File: src/include/id_opcodes.svh
`ifndef ID_OPCODES_SVH
`define ID_OPCODES_SVH

// Opclass values, upper nibble of the opcode
`define OPCLASS_UREG    4'h0
`define OPCLASS_UIMM    4'h1
`define OPCLASS_SREG    4'h2
`define OPCLASS_SIMM    4'h3
`define OPCLASS_CTRL    4'h7

// Class 0, unsigned register
`define OPC_MOVur       8'h00
`define OPC_ADDur       8'h01
`define OPC_SUBur       8'h02
`define OPC_ANDur       8'h03
`define OPC_ORur        8'h04
`define OPC_CMPur       8'h05

// Class 1, unsigned 12-bit immediate
`define OPC_MOVui       8'h10
`define OPC_ADDui       8'h11
`define OPC_CMPui       8'h12

// Class 2 and 3, signed
`define OPC_ADDsr       8'h20
`define OPC_SUBsr       8'h21
`define OPC_MOVsi       8'h30
`define OPC_ADDsi       8'h31

// Class 4, memory through an AR base
`define OPC_LDur        8'h40
`define OPC_STur        8'h41

// Class 7, control flow
`define OPC_JCCui       8'h70
`define OPC_BCCso       8'h71
`define OPC_BALso       8'h72
`define OPC_MCCur       8'h73

`endif

File: src/include/id_params.svh
`ifndef ID_PARAMS_SVH
`define ID_PARAMS_SVH

// Datapath widths
`define ID_DATA_W       24
`define ID_ADDR_W       16
`define ID_OPC_W        8
`define ID_OPCLASS_W    4
`define ID_CC_W         4
`define ID_GP_W         4
`define ID_AR_W         2
`define ID_IMM12_W      12
`define ID_IMM16_W      16

// Opcode and opclass positions
`define ID_OPC_HI       23
`define ID_OPC_LO       16
`define ID_OPCLASS_LO   20

// Register fields
`define ID_TGT_GP_HI    15
`define ID_TGT_GP_LO    12
`define ID_SRC_GP_HI    11
`define ID_SRC_GP_LO    8
// Stores move the GP source up to make room for the AR base
`define ID_ST_SRC_GP_HI 13
`define ID_ST_SRC_GP_LO 10
`define ID_SRC_AR_HI    11
`define ID_SRC_AR_LO    10
`define ID_TGT_AR_HI    15
`define ID_TGT_AR_LO    14

// Condition codes
`define ID_CC_BR_HI     15
`define ID_CC_BR_LO     12
`define ID_CC_MCC_HI    7
`define ID_CC_MCC_LO    4

`endif

File: src/hw/id_pkg.sv
`default_nettype none

`include "id_params.svh"

package id_pkg;

    typedef logic [`ID_ADDR_W-1:0]  pc_t;
    typedef logic [`ID_DATA_W-1:0]  instr_t;
    typedef logic [`ID_OPC_W-1:0]   opc_t;
    typedef logic [`ID_CC_W-1:0]    cc_t;

    // Register file indices
    typedef logic [`ID_GP_W-1:0]    gp_idx_t;
    typedef logic [`ID_AR_W-1:0]    ar_idx_t;

    // Zero-extended immediates, sign handled downstream via sgn_en
    typedef logic [`ID_IMM12_W-1:0] imm12_t;
    typedef logic [`ID_IMM16_W-1:0] imm16_t;

endpackage

`default_nettype wire

File: src/hw/id_decode_if.sv
`timescale 1ns/1ps
`default_nettype none

interface id_decode_if
    import id_pkg::*;
();

    // Class flags
    opc_t    opc;
    logic    sgn_en;
    logic    imm_en;
    logic    tgt_gp_we;
    logic    has_tgt_gp;
    logic    has_src_gp;
    logic    reads_flags;

    // Extracted fields
    gp_idx_t tgt_gp;
    gp_idx_t src_gp;
    logic    has_src_ar;
    ar_idx_t src_ar;
    logic    has_tgt_ar;
    ar_idx_t tgt_ar;
    cc_t     cc;
    imm12_t  imm12;
    imm16_t  imm16;

    modport class_src (
        output opc, sgn_en, imm_en, tgt_gp_we, has_tgt_gp, has_src_gp, reads_flags
    );

    modport field_src (
        input  opc, imm_en, has_tgt_gp, has_src_gp,
        output tgt_gp, src_gp, has_src_ar, src_ar, has_tgt_ar, tgt_ar, cc, imm12, imm16
    );

    // has_tgt_gp only steers field extraction
    modport sink (
        input opc, sgn_en, imm_en, tgt_gp_we, has_src_gp, reads_flags,
              tgt_gp, src_gp, has_src_ar, src_ar, has_tgt_ar, tgt_ar, cc, imm12, imm16
    );

endinterface

`default_nettype wire

File: src/hw/id_class_decode.sv
`timescale 1ns/1ps
`default_nettype none

`include "id_params.svh"
`include "id_opcodes.svh"

module id_class_decode
    import id_pkg::*;
(
    id_decode_if.class_src dec,
    input  instr_t         instr
);

    opc_t                     opc;
    logic [`ID_OPCLASS_W-1:0] opclass;
    logic                     known;
    logic                     gp_we;

    assign opc     = instr[`ID_OPC_HI:`ID_OPC_LO];
    assign opclass = instr[`ID_OPC_HI:`ID_OPCLASS_LO];

    // Gaps inside a class must not pick up that class's flags
    always_comb begin
        case (opc)
            `OPC_MOVur, `OPC_ADDur, `OPC_SUBur, `OPC_ANDur, `OPC_ORur, `OPC_CMPur,
            `OPC_MOVui, `OPC_ADDui, `OPC_CMPui,
            `OPC_ADDsr, `OPC_SUBsr, `OPC_MOVsi, `OPC_ADDsi,
            `OPC_LDur, `OPC_STur,
            `OPC_JCCui, `OPC_BCCso, `OPC_BALso, `OPC_MCCur: known = 1'b1;
            default: known = 1'b0;
        endcase
    end

    always_comb begin
        case (opc)
            `OPC_MOVur, `OPC_ADDur, `OPC_SUBur, `OPC_ANDur, `OPC_ORur,
            `OPC_MOVui, `OPC_ADDui,
            `OPC_ADDsr, `OPC_SUBsr, `OPC_MOVsi, `OPC_ADDsi,
            `OPC_LDur, `OPC_MCCur: gp_we = 1'b1;
            default: gp_we = 1'b0;
        endcase
    end

    assign dec.opc = opc;

    // Branch offsets are signed too
    assign dec.sgn_en = known &&
        ((opclass == `OPCLASS_SREG) || (opclass == `OPCLASS_SIMM) ||
         (opc == `OPC_BCCso) || (opc == `OPC_BALso));

    assign dec.imm_en = known &&
        ((opclass == `OPCLASS_UIMM) || (opclass == `OPCLASS_SIMM) ||
         (opc == `OPC_JCCui) || (opc == `OPC_BCCso) || (opc == `OPC_BALso));

    assign dec.tgt_gp_we = gp_we;

    // Compares name a target they never write
    assign dec.has_tgt_gp = gp_we || (opc == `OPC_CMPur) || (opc == `OPC_CMPui);

    assign dec.has_src_gp = known &&
        ((opclass == `OPCLASS_UREG) || (opc == `OPC_ADDsr) || (opc == `OPC_SUBsr) ||
         (opc == `OPC_STur) || (opc == `OPC_MCCur));

    // Every control op tests the flags
    assign dec.reads_flags = known && (opclass == `OPCLASS_CTRL);

endmodule

`default_nettype wire

File: src/hw/id_field_extract.sv
`timescale 1ns/1ps
`default_nettype none

`include "id_params.svh"
`include "id_opcodes.svh"

module id_field_extract
    import id_pkg::*;
(
    id_decode_if.field_src dec,
    input  instr_t         instr
);

    logic is_load;
    logic is_store;
    logic is_bal;

    assign is_load  = (dec.opc == `OPC_LDur);
    assign is_store = (dec.opc == `OPC_STur);
    assign is_bal   = (dec.opc == `OPC_BALso);

    assign dec.tgt_gp = dec.has_tgt_gp ? instr[`ID_TGT_GP_HI:`ID_TGT_GP_LO] : '0;

    always_comb begin
        if (!dec.has_src_gp) begin
            dec.src_gp = '0;
        end else if (is_store) begin
            dec.src_gp = instr[`ID_ST_SRC_GP_HI:`ID_ST_SRC_GP_LO];
        end else begin
            dec.src_gp = instr[`ID_SRC_GP_HI:`ID_SRC_GP_LO];
        end
    end

    // Load reads through an AR base, store writes through one
    assign dec.has_src_ar = is_load;
    assign dec.src_ar     = is_load ? instr[`ID_SRC_AR_HI:`ID_SRC_AR_LO] : '0;
    assign dec.has_tgt_ar = is_store;
    assign dec.tgt_ar     = is_store ? instr[`ID_TGT_AR_HI:`ID_TGT_AR_LO] : '0;

    always_comb begin
        case (dec.opc)
            `OPC_JCCui, `OPC_BCCso: dec.cc = instr[`ID_CC_BR_HI:`ID_CC_BR_LO];
            `OPC_MCCur:             dec.cc = instr[`ID_CC_MCC_HI:`ID_CC_MCC_LO];
            default:                dec.cc = '0;
        endcase
    end

    // BALso is the only immediate op with the wide form
    assign dec.imm12 = (dec.imm_en && !is_bal) ? instr[`ID_IMM12_W-1:0] : '0;
    assign dec.imm16 = is_bal ? instr[`ID_IMM16_W-1:0] : '0;

endmodule

`default_nettype wire

File: src/hw/id_pipe_reg.sv
`timescale 1ns/1ps
`default_nettype none

module id_pipe_reg
    import id_pkg::*;
(
    input  logic      iw_clk,
    input  logic      iw_rst,
    input  logic      stall,
    input  logic      flush,
    input  pc_t       pc_in,
    input  instr_t    instr_in,
    id_decode_if.sink dec,
    output pc_t       pc,
    output instr_t    instr,
    output opc_t      opc,
    output logic      sgn_en,
    output logic      imm_en,
    output logic      tgt_gp_we,
    output logic      has_src_gp,
    output logic      reads_flags,
    output gp_idx_t   tgt_gp,
    output gp_idx_t   src_gp,
    output logic      has_src_ar,
    output ar_idx_t   src_ar,
    output logic      has_tgt_ar,
    output ar_idx_t   tgt_ar,
    output cc_t       cc,
    output imm12_t    imm12,
    output imm16_t    imm16
);

    always_ff @(posedge iw_clk or posedge iw_rst) begin
        if (iw_rst) begin
            pc          <= '0;
            instr       <= '0;
            opc         <= '0;
            sgn_en      <= 1'b0;
            imm_en      <= 1'b0;
            tgt_gp_we   <= 1'b0;
            has_src_gp  <= 1'b0;
            reads_flags <= 1'b0;
            tgt_gp      <= '0;
            src_gp      <= '0;
            has_src_ar  <= 1'b0;
            src_ar      <= '0;
            has_tgt_ar  <= 1'b0;
            tgt_ar      <= '0;
            cc          <= '0;
            imm12       <= '0;
            imm16       <= '0;
        end else if (flush || !stall) begin
            // Flush beats stall and loads a bubble
            pc          <= flush ? '0 : pc_in;
            instr       <= flush ? '0 : instr_in;
            opc         <= flush ? '0 : dec.opc;
            sgn_en      <= !flush && dec.sgn_en;
            imm_en      <= !flush && dec.imm_en;
            tgt_gp_we   <= !flush && dec.tgt_gp_we;
            has_src_gp  <= !flush && dec.has_src_gp;
            reads_flags <= !flush && dec.reads_flags;
            tgt_gp      <= flush ? '0 : dec.tgt_gp;
            src_gp      <= flush ? '0 : dec.src_gp;
            has_src_ar  <= !flush && dec.has_src_ar;
            src_ar      <= flush ? '0 : dec.src_ar;
            has_tgt_ar  <= !flush && dec.has_tgt_ar;
            tgt_ar      <= flush ? '0 : dec.tgt_ar;
            cc          <= flush ? '0 : dec.cc;
            imm12       <= flush ? '0 : dec.imm12;
            imm16       <= flush ? '0 : dec.imm16;
        end
    end

endmodule

`default_nettype wire

File: src/hw/id_stage.sv
`timescale 1ns/1ps
`default_nettype none

module id_stage
    import id_pkg::*;
(
    input  logic    iw_clk,
    input  logic    iw_rst,
    input  pc_t     pc,
    input  instr_t  instr,
    input  logic    stall,
    input  logic    flush,
    output pc_t     pc_out,
    output instr_t  instr_out,
    output opc_t    opc,
    output logic    sgn_en,
    output logic    imm_en,
    output logic    tgt_gp_we,
    output logic    has_src_gp,
    output logic    reads_flags,
    output gp_idx_t tgt_gp,
    output gp_idx_t src_gp,
    output logic    has_src_ar,
    output ar_idx_t src_ar,
    output logic    has_tgt_ar,
    output ar_idx_t tgt_ar,
    output cc_t     cc,
    output imm12_t  imm12,
    output imm16_t  imm16
);

    id_decode_if dec ();

    // Combinational decode of the fetched word
    id_class_decode i_class_decode (
        .dec   (dec.class_src),
        .instr (instr)
    );

    id_field_extract i_field_extract (
        .dec   (dec.field_src),
        .instr (instr)
    );

    id_pipe_reg i_pipe_reg (
        .iw_clk      (iw_clk),
        .iw_rst      (iw_rst),
        .stall       (stall),
        .flush       (flush),
        .pc_in       (pc),
        .instr_in    (instr),
        .dec         (dec.sink),
        .pc          (pc_out),
        .instr       (instr_out),
        .opc         (opc),
        .sgn_en      (sgn_en),
        .imm_en      (imm_en),
        .tgt_gp_we   (tgt_gp_we),
        .has_src_gp  (has_src_gp),
        .reads_flags (reads_flags),
        .tgt_gp      (tgt_gp),
        .src_gp      (src_gp),
        .has_src_ar  (has_src_ar),
        .src_ar      (src_ar),
        .has_tgt_ar  (has_tgt_ar),
        .tgt_ar      (tgt_ar),
        .cc          (cc),
        .imm12       (imm12),
        .imm16       (imm16)
    );

endmodule

`default_nettype wire

File: config.mk
export PLATFORM = sky130hd
export DESIGN_NAME = id_stage
export DESIGN_NICKNAME = d
export VERILOG_FILES = /design/src/hw/id_pkg.sv /design/src/hw/id_decode_if.sv /design/src/hw/id_class_decode.sv /design/src/hw/id_field_extract.sv /design/src/hw/id_pipe_reg.sv /design/src/hw/id_stage.sv
export VERILOG_INCLUDE_DIRS = /design/src /design/src/include
export SDC_FILE = /design/constraint.sdc
export NUM_CORES = 1
export LEC_CHECK = 0
export BUFFER_PORTS_ARGS = -buffer_cell sky130_fd_sc_hd__buf_2
export CAP_MARGIN = 25
export CORE_UTILIZATION = 49
export CTS_CLUSTER_SIZE = 14
export DETAILED_ROUTE_END_ITERATION = 8
export HOLD_SLACK_MARGIN = 0.03
export PLACE_DENSITY = 0.79
export REMOVE_ABC_BUFFERS = 1
export SYNTH_ARGS = -nofsm -noshare
export SYNTH_HDL_FRONTEND = slang
export SYNTH_SLANG_ARGS = --single-unit
File: constraint.sdc
create_clock -name iw_clk -period 3.6 [get_ports iw_clk]
set_input_delay 0.18 -clock iw_clk [delete_from_list [all_inputs] [get_ports iw_clk]]
set_output_delay 0.18 -clock iw_clk [all_outputs]
set_load 0.02 [all_outputs]
== Word level (Yosys, flattened, before mapping) ==
Index checks and enable logic that the tools add are counted.

* Equality and inequality tests: 22
* Multiplexer cells: 20
* Reductions and logical operators: 34

{| class="wikitable"
|+ Operator list
! operator !! count
|-
| $eq 8x7->1 const B || 6
|-
| $mux 16 || 3
|-
| $eq 8x6->1 const B || 4
|-
| $eq 8x5->1 const B || 3
|-
| $mux 12 || 2
|-
| $mux 24 || 1
|-
| $mux 4 || 6
|-
| $reduce_or 19->1 || 1
|-
| $eq 8x2->1 const B || 2
|-
| $eq 8x3->1 const B || 2
|-
| $logic_or 1x1->1 || 14
|-
| $reduce_or 13->1 || 1
|-
| $logic_and 1x1->1 || 12
|-
| $eq 4x2->1 const B || 2
|-
| $eq 8x1->1 const B || 1
|-
| $logic_not 8->1 || 1
|-
| $mux 2 || 4
|-
| $mux 8 || 1
|-
| $pmux 4 s2 || 1
|-
| $eq 4x1->1 const B || 1
|-
| $eq 4x3->1 const B || 1
|-
| $logic_not 4->1 || 1
|-
| $logic_not 1->1 || 3
|-
| $mux 1 || 2
|-
| $reduce_or 2->1 || 1
|}

* Bits in registers: 99
* Input port bits: 44
* Output and inout bits: 99
* Word-level logic and storage cells: 93

== Depth between registers and ports, before layout ==
Gate-level depths: netlist of the first run.

* Word-level depth: 9
* Mapped depth: 8

== Modules after synthesis ==
Synthesis of the first run repeated with hierarchy kept, for this count alone.

* Cells, all modules: 445
* Area, all modules: 4790.8 µm²

{| class="wikitable"
|+ By module, submodules not included
! module !! instances !! cells an instance !! area an instance (µm²) !! sequential area each (µm²)
|-
| id_pipe_reg || 1 || 320 || 3982.6 || 2477.4
|-
| id_field_extract || 1 || 74 || 461.7 || 0.0
|-
| id_class_decode || 1 || 51 || 346.6 || 0.0
|}

== Least setup slack after synthesis of the first run ==
Ideal clock, no wire load.

* Path kind: input to register
* Start: in instr[21]
* End: reg i_pipe_reg.imm12[0]
* Library setup time: 121 ps
* Arrival: 1548 ps
* Data required time: 3479 ps
* Slack: 1931 ps
* Stages: 8
* Buffers on the path: 3
* Path through: buf_2 and2_4 and4_1 buf_4 nor3_4 a211oi_4 buf_6 a22o_1

* Word-level cells in the longest chain between the ends: 9

{| class="wikitable"
|+ RTL lines
! what !! RTL line !! source
|-
| start, declared || id_stage.sv:10 || <nowiki>input instr_t instr,</nowiki>
|-
| branches (longest 6 deep; another with $reduce_or 19->1) || n/a ||
|-
| $logic_and 1x1->1 (*) || id_field_extract.sv:49 || <nowiki>assign dec.imm12 = (dec.imm_en && !is_bal) ? instr[`ID_IMM12_W-1:0] : '0;</nowiki>
|-
| $mux 12 (*) || id_field_extract.sv:49 ||
|-
| $mux 12 (*) || id_pipe_reg.sv:69 || <nowiki>imm12 <= flush ? '0 : dec.imm12;</nowiki>
|-
| end signal, assigned || id_pipe_reg.sv:69 ||
|-
| end, declared || id_pipe_reg.sv:29 || <nowiki>output imm12_t imm12,</nowiki>
|}

Every way passes the cells marked *.
A chain may end at the register's enable or synchronous reset.

== Worst setup path in the final report of the first run ==
* Start: in stall
* End: reg i_pipe_reg.imm12[8]

* Word-level cells in the longest chain between the ends: 2

{| class="wikitable"
|+ RTL lines
! what !! RTL line !! source
|-
| start, declared || id_stage.sv:11 || <nowiki>input logic stall,</nowiki>
|-
| $logic_not 1->1 || id_pipe_reg.sv:52 || <nowiki>end else if (flush || !stall) begin</nowiki>
|-
| $logic_or 1x1->1 || id_pipe_reg.sv:52 ||
|}

Every way passes these cells.

==> run_results.csv, run 1 <==
group,metric,value,unit
run_status,status,"completed",
setup_path,r2r-start,"i_pipe_reg.tgt_gp_we$_DFFE_PP0P_",
hold_path,hold_path_class,"in2reg",
finish,nets,493,
cts,postCtsHoldBufs,1,
yosys,synthSimpleGateAreaFrac,0.121,
setup_path,cpMostUsedCell,"buf_4",
yosys,synth_compound_area_frac,0.138,
placement,place_congestion,0.816,
global_routing,grt_max_degree,69,
setup_path,cp_max_fo,64,
timing,tightest_slew,916,ps
yosys,syn_inst,325,
yosys,synth_edf_count,0,
timing,fin_skew,0,ps
cts,clk_latency,360,ps
yosys,ys_async_sr_fraction,1.00,
setup_path,r2r_end,"i_pipe_reg.tgt_gp_we$_DFFE_PP0P_",
global_routing,grt_pass1_wl,14.7,mm
cts,clock_sinks,91,
drt,routed_wirelength,9.27,mm
floorplan,core,7770,um^2
yosys,synth_cell_types,46,
yosys,yosysTopAreaCellShare,0.574,
cts,cts_buffer_depth,2,
cts,cts_tree,"yes",
setup_path,cp.required,3900,ps
yosys,syn_area_per_cell,12.2,um^2
power_and_ir_drop,pwr-share-clk,0.374,
setup_path,cp.arrival,2190,ps
global_routing,grt_util_all_layers,0.228,
finish,multi_input_area,1500,um^2
timing,setup-tns-final,0,ps
drt,route.antenna.remaining_nets,0,
drt,wl_per_cell,16.7,um
drt,drt_iter0_markers,157,
cts,root_buffer,"clkbuf_8",
floorplan,dieArea,8460,um^2
yosys,synth_area_leaders,"dfrtp_1 (57%), mux2i_1 (10%), a22o_1 (6.8%)",
finish,postLayoutCoreUtil,0.633,
finish,drive_above_1_share,0.390,
flow_run,drv_cap,0,
power_and_ir_drop,switching_share,0.263,
floorplan,rows,32,
timing,hold_viol_final,0,
yosys,ys.flop_type,"dfrtp_1",
floorplan,initial_core_util,0.510,
placement,dp_hpwl,6.35,mm
setup_path,startpoint,"stall",
floorplan,die_w,92.0,um
yosys,yosys-mux-area-fraction,0.115,
timing,slew_violations,0,
drt,drc,0,
yosys,synth_xor_xnor_area_share,0.00442,
cts,numCtsBuffers,9,
setup_path,startpoint_type,"input port",
floorplan,die_h,92.0,um
setup_path,cp_slowest_cell,"buf_4",
setup_path,path_class,"in2reg",
power_and_ir_drop,p_leak,2.71,nW
power_and_ir_drop,internal-power,1.56,mW
timing,period_needed,1890,ps
finish,nFillCells,624,
cts,post_cts_buffers,0,
placement,portBuffers,142,
setup_path,ff2ff_path_depth,2,
drt,dr.pass1.iters,5,
cts,cts_resized,0,
yosys,ys_warn_count,0,
setup_path,crit_path_end,"i_pipe_reg.imm12[8]$_DFFE_PP0P_",
yosys,synth_adder_area_share,0,
setup_path,crit_path_max_incr_delay,680,ps
drt,vias,3025,
timing,rsz0062_at_grt,"false",
setup_path,path_cells,"buf_4 > nor2b_2 > buf_4 > a22o_1",
finish,seq_area,2280,um^2
timing,clock.fmax,529,MHz
global_routing,overflow,0,
drt,via_per_inst,5.44,
yosys,yosysTopAreaCell,"dfrtp_1",
power_and_ir_drop,ir_drop,0.206,mV
yosys,synth_area,3970,um^2
global_routing,antenna_found_initial,0,
timing,period_share,0.525,
finish,syn_to_final_growth,24.0,%
setup_path,rrSetupSlack,2860,ps
floorplan,io_pins,143,
power_and_ir_drop,p_seq_frac,0.504,
setup_path,endpoint_kind,"flop",
timing,slew_headroom,0.385,
cts,cts_max_level,3,
power_and_ir_drop,combPwrFrac,0.122,
finish,diodes,0,
cts,clk_pin_slew,100,ps
yosys,synth-seq-cells,91,
yosys,synth_top_family_by_area,"compound AO/OA/AOI/OAI gates",
power_and_ir_drop,switching_power,0.557,mW
power_and_ir_drop,cellPowerDensity,430,nW/um^2
global_routing,grt_pass1_vias,2887,
yosys,ys_seq_area_frac,0.574,
timing,setup_violations,0,
layout by cell type, fill, tap and decap left out, types with 2 or more instances in the layout:
cell type	n
and4_1	2
a32o_1	10
nor2b_1	5
mux2i_1	41
nand2_1	5
nor2_1	51
nand3b_1	2
clkbuf_8	10
a21oi_1	7
buf_4	3
inv_6	2
mux2_2	4
dfrtp_1	91
a221oi_1	5
xor2_1	2
nor3b_1	2
nor3_1	5
bufinv_16	2
o2bb2ai_1	2
buf_2	141
a22o_1	31
routing by layer:
layer / up-vias / wire (um) / share of wire / GRT usage
li1: 1414 / - / - / -
met1: 1480 / 4240 / 0.46 / 0.322
met3: 10 / 640 / 0.069 / 0.0605
met4: 0 / 112 / 0.012 / 0.0742
met5: - / 0 / 0 / 0
met2: 121 / 4280 / 0.46 / 0.344
cells by family after synthesis:
| family | Yosys count |
|---|---|
| xor+xnor | 2 |
| buf+inv | 36 |
| simple gates | 88 |
| mux | 45 |
| compound gates | 63 |
| flops | 91 |
metrics by stage:
stage | setup slack [ps] | power, mW | instances | hold WS [ps] | instance area (um^2)
floorplan | 1060 | 1.22 | 292 | 243 | 3790
global placement | 1450 | 1.33 | 538 | 421 | 4650
detailed placement | 1380 | 1.34 | 539 | 173 | 4680
CTS | 1760 | 2.13 | 556 | 42.9 | 4920
global route | 1620 | 2.20 | 556 | 57.1 | 4920
finish | 1710 | 2.11 | 556 | 59.1 | 4920
worst min path at each step:
stage                     startpoint                          endpoint  slack (ps)  cells past startpoint
after global placement         pc[6]      i_pipe_reg.pc[6]$_DFFE_PP0P_         420                      3
after global routing           pc[5]      i_pipe_reg.pc[5]$_DFFE_PP0P_          60                      3
after floorplan                flush  i_pipe_reg.src_ar[0]$_DFFE_PP0P_         240                      1
after detailed placement      iw_rst      i_pipe_reg.pc[7]$_DFFE_PP0P_         170                      2
after CTS                      pc[5]      i_pipe_reg.pc[5]$_DFFE_PP0P_          40                      3
final                          pc[5]      i_pipe_reg.pc[5]$_DFFE_PP0P_          60                      3
power by group through the flow:
stage	registers [mW]	clock network, mW	logic (mW)
2_1_floorplan	1.13	0	0.0871
3_3_place_gp	1.08	0	0.249
3_5_place_dp	1.09	0	0.258
4_1_cts	1.07	0.804	0.259
5_1_grt	1.07	0.845	0.281
6_report	1.07	0.790	0.257
flip-flops by register name, indices dropped and copies added, names as in the netlist:
register	count
i_pipe_reg.sgn_en	1
i_pipe_reg.imm16	16
i_pipe_reg.imm_en	1
i_pipe_reg.has_tgt_ar	1
i_pipe_reg.imm12	12
i_pipe_reg.src_gp	4
i_pipe_reg.src_ar	2
i_pipe_reg.has_src_gp	1
i_pipe_reg.reads_flags	1
i_pipe_reg.has_src_ar	1
i_pipe_reg.tgt_gp	4
i_pipe_reg.cc	4
i_pipe_reg.opc	8
i_pipe_reg.instr	16
i_pipe_reg.pc	16
i_pipe_reg.tgt_gp_we	1
i_pipe_reg.tgt_ar	2
worst max-delay path, delay by kind of cell:
family	cells	cell delay, ps
buffers and inverters	2	1070
and+or+nand+nor	1	680
AOI/OAI and AO/OA	1	200
final cells by class:
cell class,count,area share
Clock buffer,10,0.0280
Timing Repair Buffer,146,0.156
Tap cell,102,0.0260
Sequential cell,91,0.463
Multi-Input combinational cell,198,0.305
Clock inverter,6,0.0191
Inverter,3,0.00280
cell usage after synthesis, types with 2 or more instances:
library cell	n
and4_1	2
nor3_1	5
mux2i_1	41
o2bb2ai_1	2
nor2_1	51
mux2_2	4
nand2_1	5
a32o_1	10
buf_2	4
nor3b_1	2
nor2b_1	6
nand3b_1	2
inv_1	2
buf_4	11
dfrtp_1	91
a21oi_1	7
a221oi_1	5
xor2_1	2
clkbuf_1	16
a22o_1	31
No activity file was read; power rests on OpenSTA's default activity.
==> run 2: changes to the inputs <==
==> constraint.sdc (replaced) <==
create_clock -name iw_clk -period 1.9 [get_ports iw_clk]
set_input_delay 0.095 -clock iw_clk [delete_from_list [all_inputs] [get_ports iw_clk]]
set_output_delay 0.095 -clock iw_clk [all_outputs]
set_load 0.02 [all_outputs]
==> run 2 against run 1 <==
Final cell count increased by 6.3%; critical endpoint is now i_pipe_reg.imm12[0]$_DFFE_PP0P_; combinational power increased by 110%; global-route usage increased by 0.95 points; first-iteration DRC count increased by 26%; sequential power increased by 89%; largest cell class unchanged; sequential share of layout area decreased by 2.5 points; flip-flop and latch count unchanged; cell area increased by 5.8%; critical path type unchanged; setup slack got worse by 1200 ps.
==> run_results.csv, run 2 (same netlist as run 1, synthesis figures left out) <==
group,metric,value,unit
drt,route.antenna.remaining_nets,0,
global_routing,grt_max_degree,64,
timing,slew_headroom,0.605,
finish,nets,528,
global_routing,grt_pass1_wl,15.6,mm
drt,vias,3215,
global_routing,grt_pass1_vias,3104,
finish,layout_common_cells,"buf_2 (141), dfrtp_1 (91), nor2_1 (51)",
cts,cts_max_level,3,
placement,dp_hpwl,6.43,mm
floorplan,initial_core_util,0.510,
placement,portBuffers,142,
drt,dr.pass1.iters,5,
setup_path,startpoint,"instr[20]",
timing,tightest_slew,592,ps
drt,wl_met2,4.40,mm
global_routing,grt_util_all_layers,0.237,
setup_path,cp_slowest_cell,"a21boi_1",
drt,met3_length,666,um
setup_path,r2r-start,"i_pipe_reg.pc[5]$_DFFE_PP0P_",
finish,diodes,0,
finish,syn_to_final_growth,31.2,%
finish,stdcell_count,591,
global_routing,overflow,0,
finish,final_common_cell,"buf_2",
cts,clock_sinks,91,
cts,cts_tree,"yes",
timing,fin_skew,0,ps
cts,clk_pin_slew,90,ps
setup_path,crit_path_max_incr_delay,460,ps
setup_path,startpoint_type,"input port",
power_and_ir_drop,cellPowerDensity,726,nW/um^2
drt,top_layer_used,"met4",
cts,clk_latency,350,ps
timing,rsz0062_at_grt,"false",
timing,hold_viol_final,0,
finish,fin_area,5200,um^2
cts,cts_buffer_depth,2,
hold_path,hold_path_class,"in2reg",
hold_path,holdCritStartpoint,"instr[11]",
floorplan,io_pins,143,
placement,dp.cells,548,
setup_path,cp.arrival,1680,ps
floorplan,die_w,92.0,um
placement,placed_area,4750,um^2
floorplan,rows,32,
power_and_ir_drop,p_leak,2.83,nW
drt,via_per_inst,5.44,
drt,drt_iter0_markers,198,
power_and_ir_drop,ir_drop,0.343,mV
timing,period_needed,1440,ps
placement,place_ws,96.5,ps
finish,drive_above_1_share,0.380,
drt,routed_wirelength,9.67,mm
cts,root_buffer,"clkbuf_8",
setup_path,cp.required,2140,ps
floorplan,core,7770,um^2
floorplan,die_h,92.0,um
floorplan,dieArea,8460,um^2
setup_path,endpoint_kind,"flop",
drt,drc,0,
timing,fin_hold_ws,41.2,ps
setup_path,path_cells,"buf_2 > and4bb_1 > o21ai_1 > a21boi_1 > a211oi_4 > buf_4 > a22o_1",
flow_run,drv_cap,0,
run_status,status,"completed",
finish,biggestRegsByFlops,"i_pipe_reg.imm16: 16 flops, i_pipe_reg.instr: 16 flops, i_pipe_reg.pc: 16 flops",
global_routing,antenna_found_initial,0,
drt,wl_per_cell,16.4,um
setup_path,cp_max_fo,12,
placement,place_congestion,0.809,
timing,period_share,0.757,
timing,setup_ws,462,ps
timing,setup-tns-final,0,ps
drt,met1_length,4.44,mm
cts,numCtsBuffers,9,
timing,setup_violations,0,
timing,clock.fmax,695,MHz
setup_path,path_class,"in2reg",
timing,slew_violations,0,
finish,postLayoutCoreUtil,0.670,
power_and_ir_drop,p_total,3.77,mW
-- run 2: cell count changes in the layout (fill, tap and decap cells not counted) --
cell and change:
buf_12 +2, buf_16 -1, buf_4 +8, bufinv_16 -2, clkbuf_8 -1, clkinv_4 -1, clkinvlp_4 +3, dlygate4sd3_1 +26
inv_8 +1
-- run 2: critical path: cells and delay by family --
kind	cells	cell delay, ps
simple gates	1	230
compound gates	4	970
buf+inv	2	380
-- run 2: repair_timing --
item / CTS / global route
endpoints found under the hold margin: 74 / 0
hold buffers: 27 / 0
buffers inserted: 0 / 0
gates resized for setup: 0 / 0
endpoints found under the setup margin: 0 / 0
-- run 2: worst paths after layout --
path                                                    end  slack [ps]  cells after the start
max in group asynchronous   i_pipe_reg.imm12[0]$_DFFE_PP0P_         930                      4
setup / recovery            i_pipe_reg.imm12[0]$_DFFE_PP0P_         460                      7
hold / removal             i_pipe_reg.imm16[11]$_DFFE_PP0P_          40                      2
hold reg to reg             i_pipe_reg.imm16[5]$_DFFE_PP0P_         510                      1
setup reg to reg               i_pipe_reg.pc[5]$_DFFE_PP0P_        1140                      2
min in group asynchronous     i_pipe_reg.pc[13]$_DFFE_PP0P_         310                      3
-- run 2: where the power goes --
| part | internal (mW) | total [mW] | switching [mW] | leakage [nW] |
|---|---|---|---|---|
| logic | 0.210 | 0.540 | 0.330 | 1.51 |
| registers | 1.99 | 2.02 | 0.0298 | 1.24 |
| clock network | 0.493 | 1.22 | 0.722 | 0.0804 |
| total | 2.69 | 3.77 | 1.08 | 2.83 |
-- run 2: metal layers --
layer	vias to the layer above	global-route usage
met5	-	0
met4	0	0.0924
met3	15	0.0514
met2	126	0.357
met1	1591	0.337
li1	1483	-
-- run 2: final cells by class --
type,instances,area [um^2]
tap,102,128
multi-input combinational,198,1500
sequential,91,2280
clock inverter,7,58.8
clock buffer,9,124
timing repair buffer,181,1100
inverter,3,13.8
fill,618,2570
==> run 3: changes to the inputs <==
==> constraint.sdc (replaced) <==
create_clock -name iw_clk -period 1.35 [get_ports iw_clk]
set_input_delay 0.0675 -clock iw_clk [delete_from_list [all_inputs] [get_ports iw_clk]]
set_output_delay 0.0675 -clock iw_clk [all_outputs]
set_load 0.02 [all_outputs]
==> run 3 against run 2 <==
First-iteration DRC count is 28% lower; critical path depth unchanged; final cell count up 4.9%; non-clock buffer count increased by 29.
==> run_results.csv, run 3 (same netlist as run 1, synthesis figures left out) <==
group,metric,value,unit
setup_path,path_class,"in2reg",
setup_path,endpoint_kind,"flop",
floorplan,core,7770,um^2
finish,fin_area,5490,um^2
finish,biggestRegsByFlops,"i_pipe_reg.imm16: 16 flops, i_pipe_reg.instr: 16 flops, i_pipe_reg.pc: 16 flops",
drt,via_per_inst,5.30,
cts,root_buffer,"clkbuf_8",
finish,multi_input_area,1500,um^2
power_and_ir_drop,cellPowerDensity,1010,nW/um^2
timing,fin_hold_ws,41.4,ps
power_and_ir_drop,p_total,5.54,mW
run_status,status,"completed",
timing,rsz0062_at_grt,"false",
global_routing,grt_pass1_wl,16.8,mm
placement,placed_area,4950,um^2
setup_path,cp.required,1640,ps
setup_path,cp_slowest_cell,"or4_1",
power_and_ir_drop,ir_drop,0.506,mV
cts,post_cts_buffers,0,
finish,final_common_cell,"buf_2",
timing,period_needed,1330,ps
drt,drc,0,
timing,setup_violations,0,
finish,seq_area,2280,um^2
setup_path,startpoint,"instr[17]",
timing,slew_violations,0,
placement,place_ws,-326,ps
finish,nets,557,
drt,dr.pass1.iters,5,
finish,drive_above_1_share,0.400,
global_routing,grt_max_degree,44,
setup_path,cp_max_fo,8,
drt,wl_per_cell,16.7,um
setup_path,cp.arrival,1620,ps
finish,syn_to_final_growth,38.5,%
global_routing,antenna_found_initial,0,
flow_run,drv_cap,0,
global_routing,grt_util_all_layers,0.256,
finish,layout_common_cells,"buf_2 (141), dfrtp_1 (91), nor2_1 (51)",
cts,cts_max_level,3,
drt,route.antenna.remaining_nets,0,
cts,clock_sinks,91,
cts,cts_resized,0,
cts,numCtsBuffers,9,
timing,hold_viol_final,0,
placement,portBuffers,142,
timing,tightest_slew,649,ps
global_routing,overflow,0,
floorplan,rows,32,
cts,clk_pin_slew,90,ps
setup_path,r2r-start,"i_pipe_reg.tgt_gp_we$_DFFE_PP0P_",
timing,slew_headroom,0.568,
drt,vias,3283,
power_and_ir_drop,p_leak,2.99,nW
hold_path,holdCritStartpoint,"instr[15]",
placement,place_congestion,0.834,
floorplan,die_h,92.0,um
floorplan,io_pins,143,
finish,diodes,0,
setup_path,crit_path_max_incr_delay,550,ps
timing,setup_ws,18.2,ps
drt,routed_wirelength,10.3,mm
setup_path,startpoint_type,"input port",
timing,period_share,0.987,
floorplan,initial_core_util,0.510,
setup_path,path_cells,"buf_2 > or4_1 > a21oi_2 > nor3_4 > buf_4 > a21oi_4 > a32o_1",
cts,cts_buffer_depth,2,
timing,fin_skew,0,ps
cts,cts_tree,"yes",
floorplan,dieArea,8460,um^2
placement,dp_hpwl,7.16,mm
global_routing,grt_pass1_vias,3311,
drt,drt_iter0_markers,143,
timing,clock.fmax,751,MHz
hold_path,hold_path_class,"in2reg",
floorplan,die_w,92.0,um
finish,nFillCells,586,
cts,clk_latency,350,ps
==> run 3: path summary, 6_finish.rpt <==
kind / end / slack, ps / cells after the start
setup / recovery: i_pipe_reg.reads_flags$_DFFE_PP0P_ / 20 / 7
hold / removal: i_pipe_reg.imm16[15]$_DFFE_PP0P_ / 40 / 2
setup reg to reg: i_pipe_reg.tgt_gp_we$_DFFE_PP0P_ / 560 / 2
hold reg to reg: i_pipe_reg.src_gp[2]$_DFFE_PP0P_ / 490 / 1
max in group asynchronous: i_pipe_reg.instr[0]$_DFFE_PP0P_ / 600 / 4
min in group asynchronous: i_pipe_reg.instr[7]$_DFFE_PP0P_ / 230 / 3
==> run 3: critical path: cells and delay by family <==
family          cells  cell delay [ps]
compound gates      3              640
simple gates        2              630
buf+inv             2              290
==> run 3: final cells by class <==
| cell class | instances | area share |
|---|---|---|
| repair buffers | 210 | 0.250 |
| clock buffers | 10 | 0.0232 |
| clock inverters | 6 | 0.0130 |
| flip-flops and latches | 91 | 0.415 |
| well taps | 102 | 0.0232 |
| multi-input cells | 198 | 0.273 |
| inverters | 3 | 0.00251 |
==> run 3: per-stage QoR <==
stage	setup TNS (ps)	instances	util
2_1_floorplan	-115200	292	-
3_3_place_gp	-5010	570	0.637
3_5_place_dp	-6970	570	0.637
4_1_cts	0	620	0.707
5_1_grt	0	620	0.707
6_report	0	620	0.707
==> run 3: power by group <==
part | leakage (nW) | switching [mW] | internal (mW)
registers | 1.24 | 0.0449 | 2.80
clock network | 0.0935 | 0.996 | 0.874
logic | 1.65 | 0.478 | 0.346
==> run 3: metal layers <==
metal | wire, um | vias up | global-route usage
li1 | - | 1538 | -
met4 | 146 | 0 | 0.0794
met2 | 5130 | 111 | 0.429
met3 | 546 | 16 | 0.0431
met5 | 0 | - | 0
met1 | 4510 | 1618 | 0.341
==> run 3: what timing repair did <==
| action | CTS | global route |
|---|---|---|
| setup endpoints to repair | 0 | 0 |
| endpoints found under the hold margin | 136 | 0 |
| hold buffers | 34 | 0 |
